==> src/verilog/ccip_lite_pkg.sv <==
package ccip_lite_pkg;

   // MMIO field widths, addresses in 32-bit words
   localparam int mmio_addr_w = 16;
   localparam int mmio_tid_w  = 9;
   localparam int mmio_data_w = 64;

   localparam int timer_w     = 32;   // Countdown timer width
   localparam int drop_cnt_w  = 32;   // Dropped read counter width

   typedef logic [mmio_addr_w-1:0] t_mmio_addr;
   typedef logic [mmio_tid_w-1:0]  t_mmio_tid;
   typedef logic [mmio_data_w-1:0] t_mmio_data;

   // Host to AFU, 91 bits
   typedef struct packed {
      logic       mmio_rd;   // Read strobe, one cycle
      logic       mmio_wr;   // Write strobe, one cycle
      t_mmio_addr addr;
      t_mmio_tid  tid;
      t_mmio_data data;      // Write data
   } t_if_ccip_rx;

   // AFU to host, 74 bits
   typedef struct packed {
      logic       mmio_rsp_valid;   // Response strobe, no back-pressure
      t_mmio_tid  tid;              // Echo of request tid
      t_mmio_data data;
   } t_if_ccip_tx;

   // Read request from FSM into register file
   typedef struct packed {
      logic       rd;
      t_mmio_addr addr;
   } t_csr_rd_req;

   // Write path into register file
   typedef struct packed {
      logic       wr;
      t_mmio_addr addr;
      t_mmio_data data;
   } t_csr_wr_req;

   // CSR map, word units, every register is 64 bits
   localparam t_mmio_addr csr_afu_dfh      = 16'h0000;   // RO
   localparam t_mmio_addr csr_afu_id_l     = 16'h0002;   // RO
   localparam t_mmio_addr csr_afu_id_h     = 16'h0004;   // RO
   localparam t_mmio_addr csr_scratch0     = 16'h0010;   // RW
   localparam t_mmio_addr csr_scratch1     = 16'h0012;   // RW
   localparam t_mmio_addr csr_timer_load   = 16'h0020;   // RW, write starts timer
   localparam t_mmio_addr csr_timer_status = 16'h0022;   // RO, bit 0 expired
   localparam t_mmio_addr csr_drop_count   = 16'h0024;   // RO, saturating

   // Device feature header
   // Type AFU in [63:60], end of list in bit 40, feature id 1
   localparam t_mmio_data afu_dfh_value = 64'h1000_0100_0000_0001;

   // AFU identity, 128-bit id split in two halves
   localparam t_mmio_data afu_id_lo     = 64'h9d73_e2b4_5c61_0a8f;
   localparam t_mmio_data afu_id_hi     = 64'h4b2c_7a10_e6f3_58d2;

   // MMIO control FSM
   //   st_idle    waiting for a read
   //   st_access  read request presented to CSR file
   //   st_resp    CSR data registered, response formed
   typedef enum logic [1:0] {
      st_idle   = 2'd0,
      st_access = 2'd1,
      st_resp   = 2'd2
   } t_ctrl_state;

endpackage

==> src/verilog/afu_top.sv <==
`timescale 1ns/1ps

// AFU top level
// Host structs in and out, FSM plus CSR file plus timer inside
module afu_top (
   input  logic                       pClk,
   input  logic                       rst,
   input  ccip_lite_pkg::t_if_ccip_rx pck_cp2af_sRx,
   output ccip_lite_pkg::t_if_ccip_tx pck_af2cp_sTx
);

   import ccip_lite_pkg::*;

   t_csr_rd_req csr_rd;        // FSM read request
   t_csr_wr_req csr_wr;        // Host writes
   t_mmio_data  rd_data;       // Registered CSR data
   logic        drop;          // Read lost while busy
   logic        load_strobe;   // Timer start
   logic [timer_w-1:0] load_value;
   logic        expired;

   // Request sequencing and response
   mmio_ctrl_fsm i_mmio_ctrl_fsm (
      .pClk    (pClk         ),
      .rst     (rst          ),
      .rx      (pck_cp2af_sRx),
      .csr_rd  (csr_rd       ),
      .csr_wr  (csr_wr       ),
      .drop    (drop         ),
      .rd_data (rd_data      ),
      .tx      (pck_af2cp_sTx)
   );

   // Register file
   csr_regs i_csr_regs (
      .pClk        (pClk       ),
      .rst         (rst        ),
      .csr_rd      (csr_rd     ),
      .csr_wr      (csr_wr     ),
      .drop        (drop       ),
      .expired     (expired    ),
      .rd_data     (rd_data    ),
      .load_strobe (load_strobe),
      .load_value  (load_value )
   );

   // Software delay timer
   countdown_timer i_countdown_timer (
      .pClk        (pClk       ),
      .rst         (rst        ),
      .load_strobe (load_strobe),
      .load_value  (load_value ),
      .expired     (expired    )
   );

endmodule

==> src/verilog/countdown_timer.sv <==
`timescale 1ns/1ps

// One-shot down-counter
// Loads on strobe, counts to zero and parks there
// expired high from reaching zero until next load
module countdown_timer (
   input  logic                              pClk,
   input  logic                              rst,
   input  logic                              load_strobe,
   input  logic [ccip_lite_pkg::timer_w-1:0] load_value,
   output logic                              expired
);

   import ccip_lite_pkg::*;

   logic [timer_w-1:0] count_q;
   logic               at_last;   // One cycle left

   assign at_last = (count_q == timer_w'(1));

   always_ff @(posedge pClk) begin
      if (rst) begin
         count_q <= '0;
         expired <= 1'b1;   // Same as a zero load
      end else if (load_strobe) begin
         count_q <= load_value;
         expired <= (load_value == '0);   // Zero load expires at once
      end else if (count_q != '0) begin
         count_q <= count_q - 1'b1;
         if (at_last) expired <= 1'b1;
      end
   end

endmodule

==> src/verilog/csr_regs.sv <==
`timescale 1ns/1ps

// AFU CSR file
// Identity constants, scratch pair, timer load and status, drop count
module csr_regs (
   input  logic                                  pClk,
   input  logic                                  rst,
   input  ccip_lite_pkg::t_csr_rd_req            csr_rd,
   input  ccip_lite_pkg::t_csr_wr_req            csr_wr,
   input  logic                                  drop,
   input  logic                                  expired,
   output logic [ccip_lite_pkg::mmio_data_w-1:0] rd_data,
   output logic                                  load_strobe,
   output logic [ccip_lite_pkg::timer_w-1:0]     load_value
);

   import ccip_lite_pkg::*;

   t_mmio_data scratch0_q;
   t_mmio_data scratch1_q;
   logic [timer_w-1:0]    timer_load_q;   // Last value loaded
   logic [drop_cnt_w-1:0] drop_cnt_q;

   // Write decode
   logic wr_scratch0;
   logic wr_scratch1;
   logic wr_timer;

   t_mmio_data rd_mux;   // Read value before the output register

   assign wr_scratch0 = csr_wr.wr && (csr_wr.addr == csr_scratch0);
   assign wr_scratch1 = csr_wr.wr && (csr_wr.addr == csr_scratch1);
   assign wr_timer    = csr_wr.wr && (csr_wr.addr == csr_timer_load);
   // RO and unmapped writes fall through, nothing decoded

   always_ff @(posedge pClk) begin
      if (rst) begin
         scratch0_q   <= '0;
         scratch1_q   <= '0;
         timer_load_q <= '0;
         load_strobe  <= 1'b0;
      end else begin
         if (wr_scratch0) scratch0_q <= csr_wr.data;
         if (wr_scratch1) scratch1_q <= csr_wr.data;
         if (wr_timer) timer_load_q <= csr_wr.data[timer_w-1:0];   // Upper bits dropped
         load_strobe <= wr_timer;   // Timer loads one edge after write
      end
   end

   // Timer always takes its value from the load register
   assign load_value = timer_load_q;

   // Dropped read counter, sticks at all ones
   always_ff @(posedge pClk) begin
      if (rst) begin
         drop_cnt_q <= '0;
      end else if (drop && (drop_cnt_q != '1)) begin
         drop_cnt_q <= drop_cnt_q + 1'b1;
      end
   end

   // Read select
   always_comb begin
      case (csr_rd.addr)
         csr_afu_dfh:      rd_mux = afu_dfh_value;
         csr_afu_id_l:     rd_mux = afu_id_lo;
         csr_afu_id_h:     rd_mux = afu_id_hi;
         csr_scratch0:     rd_mux = scratch0_q;
         csr_scratch1:     rd_mux = scratch1_q;
         csr_timer_load:   rd_mux = t_mmio_data'(timer_load_q);   // Zero extended
         csr_timer_status: rd_mux = t_mmio_data'(expired);        // Bit 0 only
         csr_drop_count:   rd_mux = t_mmio_data'(drop_cnt_q);
         default:          rd_mux = '0;   // Unmapped reads as zero
      endcase
   end

   // Registered read data, one cycle after request
   always_ff @(posedge pClk) begin
      if (csr_rd.rd) begin
         rd_data <= rd_mux;
      end
   end

endmodule

==> src/verilog/mmio_ctrl_fsm.sv <==
`timescale 1ns/1ps

// Accepts MMIO requests from the host struct
// One read in flight at a time
// Writes go through in any state
module mmio_ctrl_fsm (
   input  logic                                  pClk,
   input  logic                                  rst,
   input  ccip_lite_pkg::t_if_ccip_rx            rx,
   output ccip_lite_pkg::t_csr_rd_req            csr_rd,
   output ccip_lite_pkg::t_csr_wr_req            csr_wr,
   output logic                                  drop,
   input  logic [ccip_lite_pkg::mmio_data_w-1:0] rd_data,
   output ccip_lite_pkg::t_if_ccip_tx            tx
);

   import ccip_lite_pkg::*;

   t_ctrl_state state_q;
   t_ctrl_state state_d;

   logic       rd_accept;   // Read taken in idle
   t_mmio_addr rd_addr_q;   // Address of read in flight
   t_mmio_tid  rd_tid_q;    // Tid of read in flight

   // Response registers
   logic       rsp_valid_q;
   t_mmio_tid  rsp_tid_q;
   t_mmio_data rsp_data_q;

   assign rd_accept = rx.mmio_rd && (state_q == st_idle);

   // Busy reads are lost and counted in the CSR file
   assign drop = rx.mmio_rd && (state_q != st_idle);

   // Next state
   always_comb begin
      state_d = state_q;
      case (state_q)
         st_idle: begin
            if (rx.mmio_rd) state_d = st_access;
         end
         st_access: state_d = st_resp;    // CSR file registers data here
         st_resp:   state_d = st_idle;    // Response goes out this edge
         default:   state_d = st_idle;
      endcase
   end

   always_ff @(posedge pClk) begin
      if (rst) begin
         state_q <= st_idle;
      end else begin
         state_q <= state_d;
      end
   end

   // Capture address and tid of an accepted read
   always_ff @(posedge pClk) begin
      if (rd_accept) begin
         rd_addr_q <= rx.addr;
         rd_tid_q  <= rx.tid;
      end
   end

   // One-cycle read request while in access
   assign csr_rd.rd   = (state_q == st_access);
   assign csr_rd.addr = rd_addr_q;

   // Writes need no sequencing
   assign csr_wr.wr   = rx.mmio_wr;
   assign csr_wr.addr = rx.addr;
   assign csr_wr.data = rx.data;

   // Response strobe follows st_resp by one edge
   always_ff @(posedge pClk) begin
      if (rst) begin
         rsp_valid_q <= 1'b0;
      end else begin
         rsp_valid_q <= (state_q == st_resp);
      end
   end

   // Response payload takes the registered CSR data
   always_ff @(posedge pClk) begin
      if (state_q == st_resp) begin
         rsp_tid_q  <= rd_tid_q;
         rsp_data_q <= rd_data;
      end
   end

   assign tx.mmio_rsp_valid = rsp_valid_q;
   assign tx.tid            = rsp_tid_q;
   assign tx.data           = rsp_data_q;

endmodule

==> config.mk <==
export PLATFORM = sky130hd
export DESIGN_NAME = afu_top
export DESIGN_NICKNAME = d
export VERILOG_FILES = /design/src/verilog/ccip_lite_pkg.sv /design/src/verilog/afu_top.sv /design/src/verilog/countdown_timer.sv /design/src/verilog/csr_regs.sv /design/src/verilog/mmio_ctrl_fsm.sv
export SDC_FILE = /design/constraint.sdc
export NUM_CORES = 1
export LEC_CHECK = 0
export BUFFER_PORTS_ARGS = -buffer_cell sky130_fd_sc_hd__buf_2
export CAP_MARGIN = 20
export CORE_AREA = 4 4 194 196
export CTS_BUF_LIST = sky130_fd_sc_hd__clkbuf_8
export DETAILED_ROUTE_END_ITERATION = 12
export DIE_AREA = 0 0 198 200
export PLACE_DENSITY = 0.62
export SLEW_MARGIN = 20
export SYNTH_ARGS = -nofsm -noshare
export SYNTH_HDL_FRONTEND = slang
export SYNTH_SLANG_ARGS = --single-unit
==> constraint.sdc <==
create_clock -name pClk -period 5.75 [get_ports pClk]
set_clock_uncertainty 0.15 [all_clocks]
set_input_delay 0.2875 -clock pClk [delete_from_list [all_inputs] [get_ports pClk]]
set_output_delay 0.2875 -clock pClk [all_outputs]
set_load 0.01 [all_outputs]
==> metrics.md, run 1 <==
| Metric | Value |
|---|---|
| DR vias/cell | roughly 5.4 |
| Worst EP required | between 6 and 7 ns |
| Mapped cell area | 15,330 µm² |
| DIE AREA | around 40,000 µm² |
| Clock H-tree levels | 3 |
| Crit. End Element | flip-flop |
| Crit path kind | in -> reg |
| Vias in the first global route | roughly 12,000 |
| Post-Syn Instances | ~1,500 |
| Outcome | completed |
| Post-synth ARST share | 0% |
| # rows | 70 |
| Setup Viol. Count Final | 0 |
| Slew margin rel. | between 20% and 30% |
| WL final | 42,200 µm |
| Share of cells above drive strength 1 | 16.52% |
| Layout Utilization | between 50% and 60% |
| Gpl congestion | between 0.8 and 0.9 |
| Dominant cells by area after synthesis | edfxtp_1 32%, dfxtp_1 30%, nand2_1 9.7% |
| Commonest non-fill, non-tap cell in the layout | nand2_1 |
| CTS Sinks | 391 |
| Synth Area per Inst | 10.09 µm² |
| Inst Count DP | 2,068 |
| TritonCTS clock tree | built |
| Cell taking the most area after synthesis | edfxtp_1 |
| ANT nets after route | 0 |
| Max IR drop VDD | around 0.00025 V |
| Max FO, Critical Path | 38 |
| Leakage | ~0.0065 µW |
| Fin worst setup slack | about 2.3 ns |
| Total GRT Usage | 20.96% |
| Synthesis-to-layout area growth | 22.18% |
| Worst-path clk slew | 0.06 ns |
| Ys flop type | dfxtp_1 |
| Synth Register Bits | 391 |
| DRC Markers | 0 |
| DR pass1 iterations | 6 |
| Post-synth EDFFs | about 160 |
| GRT Residual Overflow | 0 |
| Setup Buffers After CTS | 0 |
| Pin count of the biggest net entering global routing | between 150 and 200 |
| Placeable core region | approximately 36,000 µm² |
| Post-DP HPWL | roughly 26,000 µm |
| Initial antenna violation count | 1 |
| Measured slew at the worst slew-check pin | 1.158 ns |
| # nets final | 1,858 |
| Most frequent cells in the layout | 395 x nand2_1, 229 x dfxtp_1, 213 x a21oi_1 |
| Critical Path AT | 3.84 ns |
| Final Hold Fails | 0 |
| Die span in x | about 200 µm |
| Yosys warning count | 0 |
| PortBufs | 166 |
| DP Worst Slack | ~2.5 ns |
| CP Launch Type | primary input |
| Max clock buf depth | 3 |
| RSZ-0062 raised after global routing | no |
| Insertion delay to the later sink of the worst-skew pair | ~0.6 ns |
| Starting Density | a little over two fifths |
| Initial drt markers | 1,064 |
| Setup TNS | 0 ns |
| Max Clk Rate | approximately 290 MHz |
| CTS resizes | 0 |
| Num ports | 167 |
| Period utilisation layout | roughly 60% |
| Post-Syn Nets | ~1,600 |
| Final std cells w/o fill | about 2,300 |
| CTS root buf | clkbuf_8 |
| CTS Buf Count | slightly below 70 |
| Final Slew Violations | 0 |
| Worst Hold Class | in -> reg |
| Post-synthesis sequential area ratio | 61.64% |
| PwrDens | 345.8 nW/µm² |
| DR vias | 12,440 |
| Yosys cell types | 63 |
| Max Cap Viol | 0 |
| Tmin final | between 3 and 4 ns |
| Die height | ~200 µm |
| Yosys top cell area share | roughly a third |
| Drt wl/cell | between 15 and 20 µm |
| First-pass GRT wire length | roughly 66,000 µm |
## stage by stage
stage	total power [µW]	hold WS, ns	cell area (µm²)
6_report	6476	0.1905	18730
5_1_grt	6809	0.2040	18730
4_1_cts	6538	0.1376	18720
3_5_place_dp	4142	0.2545	16540
3_3_place_gp	4116	0.2505	16540
2_1_floorplan	3902	0.2142	15330
## flip-flops by register name (all words and copies together), names as in the netlist
signal,cells
i_mmio_ctrl_fsm.rsp_tid_q,9
i_csr_regs.rd_data,64
i_mmio_ctrl_fsm.state_q,2
i_csr_regs.scratch0_q,64
i_csr_regs.load_value,32
i_mmio_ctrl_fsm.rd_tid_q,9
i_mmio_ctrl_fsm.rsp_data_q,64
i_csr_regs.scratch1_q,64
i_countdown_timer.count_q,32
i_countdown_timer.expired,1
i_csr_regs.load_strobe,1
i_mmio_ctrl_fsm.rsp_valid_q,1
i_csr_regs.drop_cnt_q,32
i_mmio_ctrl_fsm.rd_addr_q,16
## cells in the mapped netlist, types with 20 or more instances
| cell type | instances |
|---|---|
| nand2_1 | 396 |
| a222oi_1 | 24 |
| nor4_1 | 28 |
| a221o_1 | 24 |
| clkbuf_1 | 84 |
| nor3_1 | 21 |
| or3_1 | 20 |
| dfxtp_1 | 229 |
| nor2_1 | 36 |
| o21ai_0 | 28 |
| edfxtp_1 | 162 |
| nand3_1 | 36 |
| a21oi_1 | 213 |
## critical path: stages
cell,delay [ns]
dlygate4sd3_1,0.54
buf_2,0.13
nor4_1,0.53
and4b_1,0.40
and2_2,0.59
buf_4,0.54
nand2_1,0.10
a21oi_1,0.14
dlygate4sd3_1,0.56
## final timing paths
path / startpoint / endpoint / slack, ns / depth (start not counted)
worst max-delay path: pck_cp2af_sRx[86] / i_csr_regs.scratch0_q[32] / 2.28 / 9
worst min-delay path: pck_cp2af_sRx[90] / i_csr_regs.drop_cnt_q[1] / 0.19 / 4
worst max register to register: i_mmio_ctrl_fsm.rd_addr_q[11] / i_csr_regs.rd_data[3] / 2.45 / 6
worst min register to register: i_csr_regs.rd_data[4] / i_mmio_ctrl_fsm.rsp_data_q[4] / 0.26 / 0
## area by class of cell
class | count | area (µm²)
Sequential cell | 391 | 9449
Tap cell | 468 | 585.6
Timing Repair Buffer | 272 | 1876
Multi-Input combinational cell | 1016 | 5507
Clock inverter | 48 | 212.7
Clock buffer | 76 | 1046
Antenna cell | 2 | 5.005
Inverter | 13 | 48.80
Fill cell | 3262 | 17360
## power breakdown
part	internal [µW]	total [µW]	switching, µW
logic	421	1000	580
registers	3020	3140	118
clock network	1220	2330	1120
## layer usage
metal,share of wire (%),wire (µm),vias to the layer above,track usage (%)
li1,-,-,6012,-
met1,43,18300,5899,28.28
met2,47,20040,444,34.34
met3,6.7,2846,80,3.944
met4,2.4,1016,0,7.039
met5,0,0,-,0
## logic make-up after synthesis
logic type / after synthesis / synth area share, %
and+or+nand+nor: 629 / 18.99
DFF: 391 / 61.64
AOI/OAI and AO/OA: 357 / 14.56
buffers and inverters: 112 / 2.922
xor gates and xnor gates: 20 / 1.143
muxes: 7 / 0.4979
adders and majority gates: 3 / 0.2449
## timing repair
item / 4_1_cts / 5_1_grt
hold buffers: 92 / 0
setup endpoints to repair: 0 / 0
hold endpoints to repair: 188 / 0
(Power assumes the default switching activity.)
==> run 2: changes to the inputs <==
==> constraint.sdc (replaced) <==
create_clock -name pClk -period 3.5 [get_ports pClk]
set_clock_uncertainty 0.15 [all_clocks]
set_input_delay 0.175 -clock pClk [delete_from_list [all_inputs] [get_ports pClk]]
set_output_delay 0.175 -clock pClk [all_outputs]
set_load 0.01 [all_outputs]
==> run 2 against run 1 <==
Sequential cell count stayed put. First-iteration DRC count increased by 9.9%. Non-clock buffer count grew 16. Worst setup slack got worse by 1.9 ns. Critical path depth unchanged. Global-route usage fell by 0.34 points. Die area stayed put. Critical path type unchanged. Highest routed layer unchanged. Combinational power rose by 65%. Sequential share of layout area down 0.45 points.
==> metrics.md, run 2 (same netlist as run 1, synthesis figures left out) <==
| Metric | Value |
|---|---|
| CTS Sinks | 391 (unchanged) |
| Measured slew at the worst slew-check pin | 0.9469 ns (was 1.158 ns) |
| Total power | 10,690 µW (was 6476 µW) |
| Cell mode on critical path | dlygate4sd3_1 (unchanged) |
| Synthesis-to-layout area growth | 23.29% (was 22.18%) |
| WL met1 | 18,090 µm (was 18,300 µm) |
| WL final | 42,000 µm (was 42,200 µm) |
| RSZ-0062 raised after global routing | no (unchanged) |
| Final hold slack | 0.1578 ns (was 0.1905 ns) |
| Final Slew Violations | 0 (unchanged) |
| Outcome | completed (unchanged) |
| Max FO, Critical Path | 37 (was 38) |
| Starting Density | 42.48% (unchanged) |
| Final Hold Fails | 0 (unchanged) |
| Post-DP HPWL | 26,130 µm (was 26,090 µm) |
| Most frequent cells in the layout | 395 x nand2_1, 229 x dfxtp_1, 213 x a21oi_1 (unchanged) |
| Pin count of the biggest net entering global routing | 106 (was 172) |
| Initial drt markers | 1,169 (was 1,064) |
| Setup TNS | 0 ns (unchanged) |
| TritonCTS clock tree | built (unchanged) |
| Gpl congestion | 0.8351 (was 0.8230) |
| Clock H-tree levels | 3 (unchanged) |
| PortBufs | 166 (unchanged) |
| Max Cap Viol | 0 (unchanged) |
| Period utilisation layout | 90.41% |
| Hold depth | 2 (was 4) |
| Met3 wire len | 2926 µm (was 2846 µm) |
| Share of cells above drive strength 1 | 17.11% (was 16.52%) |
| # nets final | 1,872 (was 1,858) |
| DR vias | 12,470 (was 12,440) |
| Slew margin rel. | 36.29% (was 22.52%) |
| Worst EP required | 3.88 ns (was 6.12 ns) |
| Drt wl/cell | 18.32 µm (was 18.46 µm) |
| First-pass GRT wire length | 65,190 µm (was 66,490 µm) |
| Placeable core region | 36,080 µm² (unchanged) |
| Num ports | 167 (unchanged) |
| Setup Buffers After CTS | 0 (unchanged) |
| Register Area | 9449 µm² (unchanged) |
| Leakage | 0.006576 µW (was 0.006503 µW) |
| Worst Hold Class | in -> reg (unchanged) |
| ANT nets after route | 0 (unchanged) |
| Die span in x | 198 µm (unchanged) |
| Multi-input logic area | 5490 µm² (was 5507 µm²) |
| Critical path cell sequence | dlygate4sd3_1 -> buf_2 -> nor4_1 -> and4b_1 -> and2_2 -> buf_12 -> nand2_1 -> a21oi_1 -> dlygate4sd3_1 (was dlygate4sd3_1 -> buf_2 -> nor4_1 -> and4b_1 -> and2_2 -> buf_4 -> nand2_1 -> a21oi_1 -> dlygate4sd3_1) |
| DIE AREA | 39,600 µm² (unchanged) |
| Tmin final | approximately 3.2 ns |
| Crit. End Element | flip-flop (unchanged) |
| DRC Markers | 0 (unchanged) |
| Met2 WL | 20,120 µm (was 20,040 µm) |
| Crit path kind | in -> reg (unchanged) |
| Commonest non-fill, non-tap cell in the layout | nand2_1 (unchanged) |
| Worst reg2reg path depth | 5 (was 6) |
| Die height | 200 µm (unchanged) |
| Critical Path Stages | 9 (unchanged) |
| Max IR drop VDD | 0.0003960 V (was 0.0002537 V) |
| GRT Residual Overflow | 0 (unchanged) |
| Layout fillers | 3,208 (was 3,262) |
| Worst-path clk slew | 0.06 ns (about the same) |
| CP Launch Type | primary input (unchanged) |
| CP top delay family | simple AND/OR/NAND/NOR gates (was buffers and inverters) |
| Slowest-stage cell, CP | and2_2 (unchanged) |
| CP max stage delay | 0.62 ns (was 0.59 ns) |
| Total GRT Usage | 20.62% (was 20.96%) |
| PwrDens | 565.7 nW/µm² (was 345.8 nW/µm²) |
| CTS resizes | 0 (unchanged) |
| Critical Path AT | 3.55 ns (was 3.84 ns) |
| # rows | 70 (unchanged) |
| Uppermost layer routed | met4 (unchanged) |
| Max clock buf depth | 3 (unchanged) |
| Initial antenna violation count | 1 (unchanged) |
| Insertion delay to the later sink of the worst-skew pair | 0.59 ns (was 0.60 ns) |
| Vias in the first global route | 12,040 (was 12,200) |
| WP buf/inv | 4 (unchanged) |
| CTS root buf | clkbuf_8 (unchanged) |
| DR pass1 iterations | 6 (unchanged) |
| Max Clk Rate | approximately 320 MHz |
| Setup Viol. Count Final | 0 (unchanged) |
| DR vias/cell | 5.439 (was 5.440) |
| CTS Buf Count | 66 (was 68) |
-- run 2: changes by cell type in the layout (fill, tap and decap cells not counted), sizes merged, moves of 2 or more --
| cell | change |
|---|---|
| buf | +13 |
| clkinv | -7 |
| clkbuf | +3 |
| dlygate4sd3 | +3 |
| inv | -3 |
| clkinvlp | -2 |
-- run 2: path summary, 6_finish.rpt --
path | from | endpoint | slack [ns]
setup / recovery | pck_cp2af_sRx[86] | i_csr_regs.scratch0_q[1] | 0.34
hold / removal | pck_cp2af_sRx[69] | i_mmio_ctrl_fsm.rd_tid_q[5] | 0.16
setup reg to reg | i_mmio_ctrl_fsm.rd_addr_q[10] | i_csr_regs.rd_data[56] | 0.80
hold reg to reg | i_csr_regs.rd_data[14] | i_mmio_ctrl_fsm.rsp_data_q[14] | 0.26
-- run 2: area by class of cell --
class                           count  share of cell area, %
Sequential cell                   391                  50.00
Multi-Input combinational cell   1016                  29.05
Timing Repair Buffer              288                  10.86
Clock buffer                       79                  5.753
Tap cell                          468                  3.098
Clock inverter                     37                 0.9666
Inverter                           13                 0.2582
Antenna cell                        1                0.01324
-- run 2: through the flow --
stage          setup slack, ns  instances  instance area, µm²  utilization, %
4_1_cts                 0.4195       2292               18900           52.37
5_1_grt                 0.1632       2293               18900           52.38
3_5_place_dp            0.8227       2081               16680           46.21
3_3_place_gp            0.8850       2081               16680           46.21
6_report                0.3358       2293               18900           52.38
2_1_floorplan           0.5871       1519               15330               -
-- run 2: metal layers --
layer	global-route usage, %	up-vias
met5	0	-
met3	3.390	74
met4	6.401	0
li1	-	6026
met2	34.81	459
met1	27.50	5912
-- run 2: where the power goes --
| part | total (µW) | internal, µW | switching [µW] | leakage (µW) |
|---|---|---|---|---|
| clock | 3880 | 2110 | 1770 | 0.000732 |
| sequential | 5160 | 4960 | 195 | 0.00332 |
| combinational | 1650 | 705 | 948 | 0.00253 |
-- run 2: timing repair --
item / 4_1_cts / 5_1_grt
hold buffers: 95 / 0
hold endpoints to repair: 210 / 0
setup endpoints to repair: 0 / 0
==> run 3: changes to the inputs <==
--- a/config.mk
+++ b/config.mk
@@ -5,7 +5,7 @@
 export SDC_FILE = /design/constraint.sdc
 export NUM_CORES = 1
 export LEC_CHECK = 0
-export BUFFER_PORTS_ARGS = -buffer_cell sky130_fd_sc_hd__buf_2
+export BUFFER_PORTS_ARGS = -buffer_cell sky130_fd_sc_hd__clkbuf_2
 export CAP_MARGIN = 20
 export CORE_AREA = 4 4 194 196
 export CTS_BUF_LIST = sky130_fd_sc_hd__clkbuf_8
==> run 3 against run 2 <==
Register-to-register slack improved by 0.09 ns. Wire length increased by 1.3%. Cell area is essentially flat. Global-route usage rose by 0.40 points. Core utilization is essentially flat. Power is essentially flat. Via count up 0.57%. Combinational power barely moved. Fmax grew 21%. Worst hold slack got worse by 0.0034 ns. Sequential power about the same. Final cell count increased by 0.13%.
==> metrics.md, run 3 (same netlist as run 1, synthesis figures left out) <==
| Metric | Value |
|---|---|
| Outcome | completed (unchanged) |
| Placeable core region | 36,080 µm² (unchanged) |
| CTS resizes | 0 (unchanged) |
| Gpl congestion | 0.8314 (was 0.8351) |
| PortBufs | 166 (unchanged) |
| # nets final | 1,869 (was 1,872) |
| WL final | 42,540 µm (was 42,000 µm) |
| DR pass1 iterations | 6 (unchanged) |
| Clock H-tree levels | 3 (unchanged) |
| Synthesis-to-layout area growth | 23.21% (was 23.29%) |
| CTS Sinks | 391 (unchanged) |
| Insertion delay to the later sink of the worst-skew pair | 0.60 ns (was 0.59 ns) |
| CTS root buf | clkbuf_8 (unchanged) |
| Share of cells above drive strength 1 | 17.19% (was 17.11%) |
| Measured slew at the worst slew-check pin | 0.9574 ns (was 0.9469 ns) |
| Hold depth | 2 (unchanged) |
| Initial drt markers | 891 (was 1,169) |
| Post-DP HPWL | 26,660 µm (was 26,130 µm) |
| Met3 Use GR | 3.659% (was 3.390%) |
| Slew margin rel. | 35.59% (was 36.29%) |
| Most frequent cells in the layout | 395 x nand2_1, 229 x dfxtp_1, 213 x a21oi_1 (unchanged) |
| Drt wl/cell | 18.53 µm (was 18.32 µm) |
| PwrDens | 566.1 nW/µm² (was 565.7 nW/µm²) |
| RSZ-0062 raised after global routing | no (unchanged) |
| Max Clk Rate | 383.8 MHz (was 316.0 MHz) |
| DR vias | 12,540 (was 12,470) |
| GRT Residual Overflow | 0 (unchanged) |
| Vias in the first global route | 12,100 (was 12,040) |
| Worst Hold Class | in -> reg (unchanged) |
| Die span in x | 198 µm (unchanged) |
| Num ports | 167 (unchanged) |
| Period utilisation layout | 74.44% (was 90.41%) |
| DRC Markers | 0 (unchanged) |
| CTS Buf Count | 66 (unchanged) |
| Busiest grt layer | met2 (unchanged) |
| TritonCTS clock tree | built (unchanged) |
| Worst EP required | 3.79 ns (was 3.88 ns) |
| CP Launch Type | flip-flop (was primary input) |
| Setup Buffers After CTS | 0 (unchanged) |
| ANT nets after route | 0 (unchanged) |
| Max clock buf depth | 3 (unchanged) |
| Tmin final | 2.605 ns (was 3.164 ns) |
| Crit. End Element | flip-flop (unchanged) |
| Worst reg2reg path depth | 5 (unchanged) |
| Final Hold Fails | 0 (unchanged) |
| Worst-path clk slew | 0.06 ns (about the same) |
| Max FO, Critical Path | 25 (was 37) |
| # rows | 70 (unchanged) |
| Starting Density | 42.48% (unchanged) |
| Max Cap Viol | 0 (unchanged) |
| Met2 Usage GRT | 35.19% (was 34.81%) |
| Met1 GRT Util | 27.58% (was 27.50%) |
| Crit path kind | reg -> reg (was in -> reg) |
| Initial antenna violation count | 1 (unchanged) |
| Max IR drop VDD | 0.0006128 V (was 0.0003960 V) |
| Leakage | 0.006615 µW (was 0.006576 µW) |
| Pin count of the biggest net entering global routing | 104 (was 106) |
| Die height | 200 µm (unchanged) |
| CTS Hold Bufs | 92 (was 95) |
| DR vias/cell | 5.463 (was 5.439) |
| Setup TNS | 0 ns (unchanged) |
| Commonest non-fill, non-tap cell in the layout | nand2_1 (unchanged) |
| Setup Viol. Count Final | 0 (unchanged) |
| Total GRT Usage | 21.02% (was 20.62%) |
| DIE AREA | 39,600 µm² (unchanged) |
| Final hold slack | 0.1544 ns (was 0.1578 ns) |
| Critical Path AT | 2.90 ns (was 3.55 ns) |
| Final Slew Violations | 0 (unchanged) |
| First-pass GRT wire length | 66,410 µm (was 65,190 µm) |
==> run 3: changes by cell type in the layout (fill, tap and decap cells not counted) <==
cell           delta
buf_2           -165
bufinv_16         -1
clkbuf_2        +165
clkbuf_8          +1
clkinv_1          -1
clkinv_2          -1
clkinvlp_4        +1
dlygate4sd3_1     -3
inv_1             +5
inv_6             +2
==> run 3: final cells by class <==
type                       instances  area [µm²]
inverter                          13       48.80
multi-input combinational       1016        5490
fill                            3218       17200
sequential                       391        9449
antenna                            1       2.502
clock buffer                      80        1101
clock inverter                    42       187.7
timing repair buffer             285        2023
tap                              468       585.6
==> run 3: stage by stage <==
stage                     utilization (%)  area [µm²]  instances  setup slack [ns]  power (µW)
after floorplan                         -       15330       1519            0.5871        6407
after global placement              46.21       16680       2081            0.9178        6782
after detailed placement            46.21       16680       2081            0.9172        6805
after CTS                           52.34       18890       2295            0.8958       10790
after global routing                52.34       18890       2296            0.7231       11190
final                               52.34       18890       2296            0.8945       10690
==> run 3: worst paths after layout <==
check	startpoint	slack, ns	end
worst max register to register	i_mmio_ctrl_fsm.rd_addr_q[11]	0.89	i_csr_regs.rd_data[59]
worst min register to register	i_csr_regs.rd_data[58]	0.25	i_mmio_ctrl_fsm.rsp_data_q[58]
worst min-delay path	pck_cp2af_sRx[68]	0.15	i_mmio_ctrl_fsm.rd_tid_q[4]
worst max-delay path	i_mmio_ctrl_fsm.rd_addr_q[11]	0.89	i_csr_regs.rd_data[59]
==> run 3: metal layers <==
metal	part of all wire [%]	vias to the layer above
met4	2.7	0
met2	49	379
met3	5.9	76
li1	-	6029
met5	0	-
met1	43	6058
==> run 3: power by group <==
group,switching (µW),internal (µW)
registers,198,4960
clock network,1810,2080
logic,929,713
==> run 3: critical path, stage by stage (launching register included) <==
cell	delay, ns
edfxtp_1	0.36
nor4_1	0.47
nand4_1	0.29
nor2_4	0.55
buf_4	0.42
a221o_1	0.21
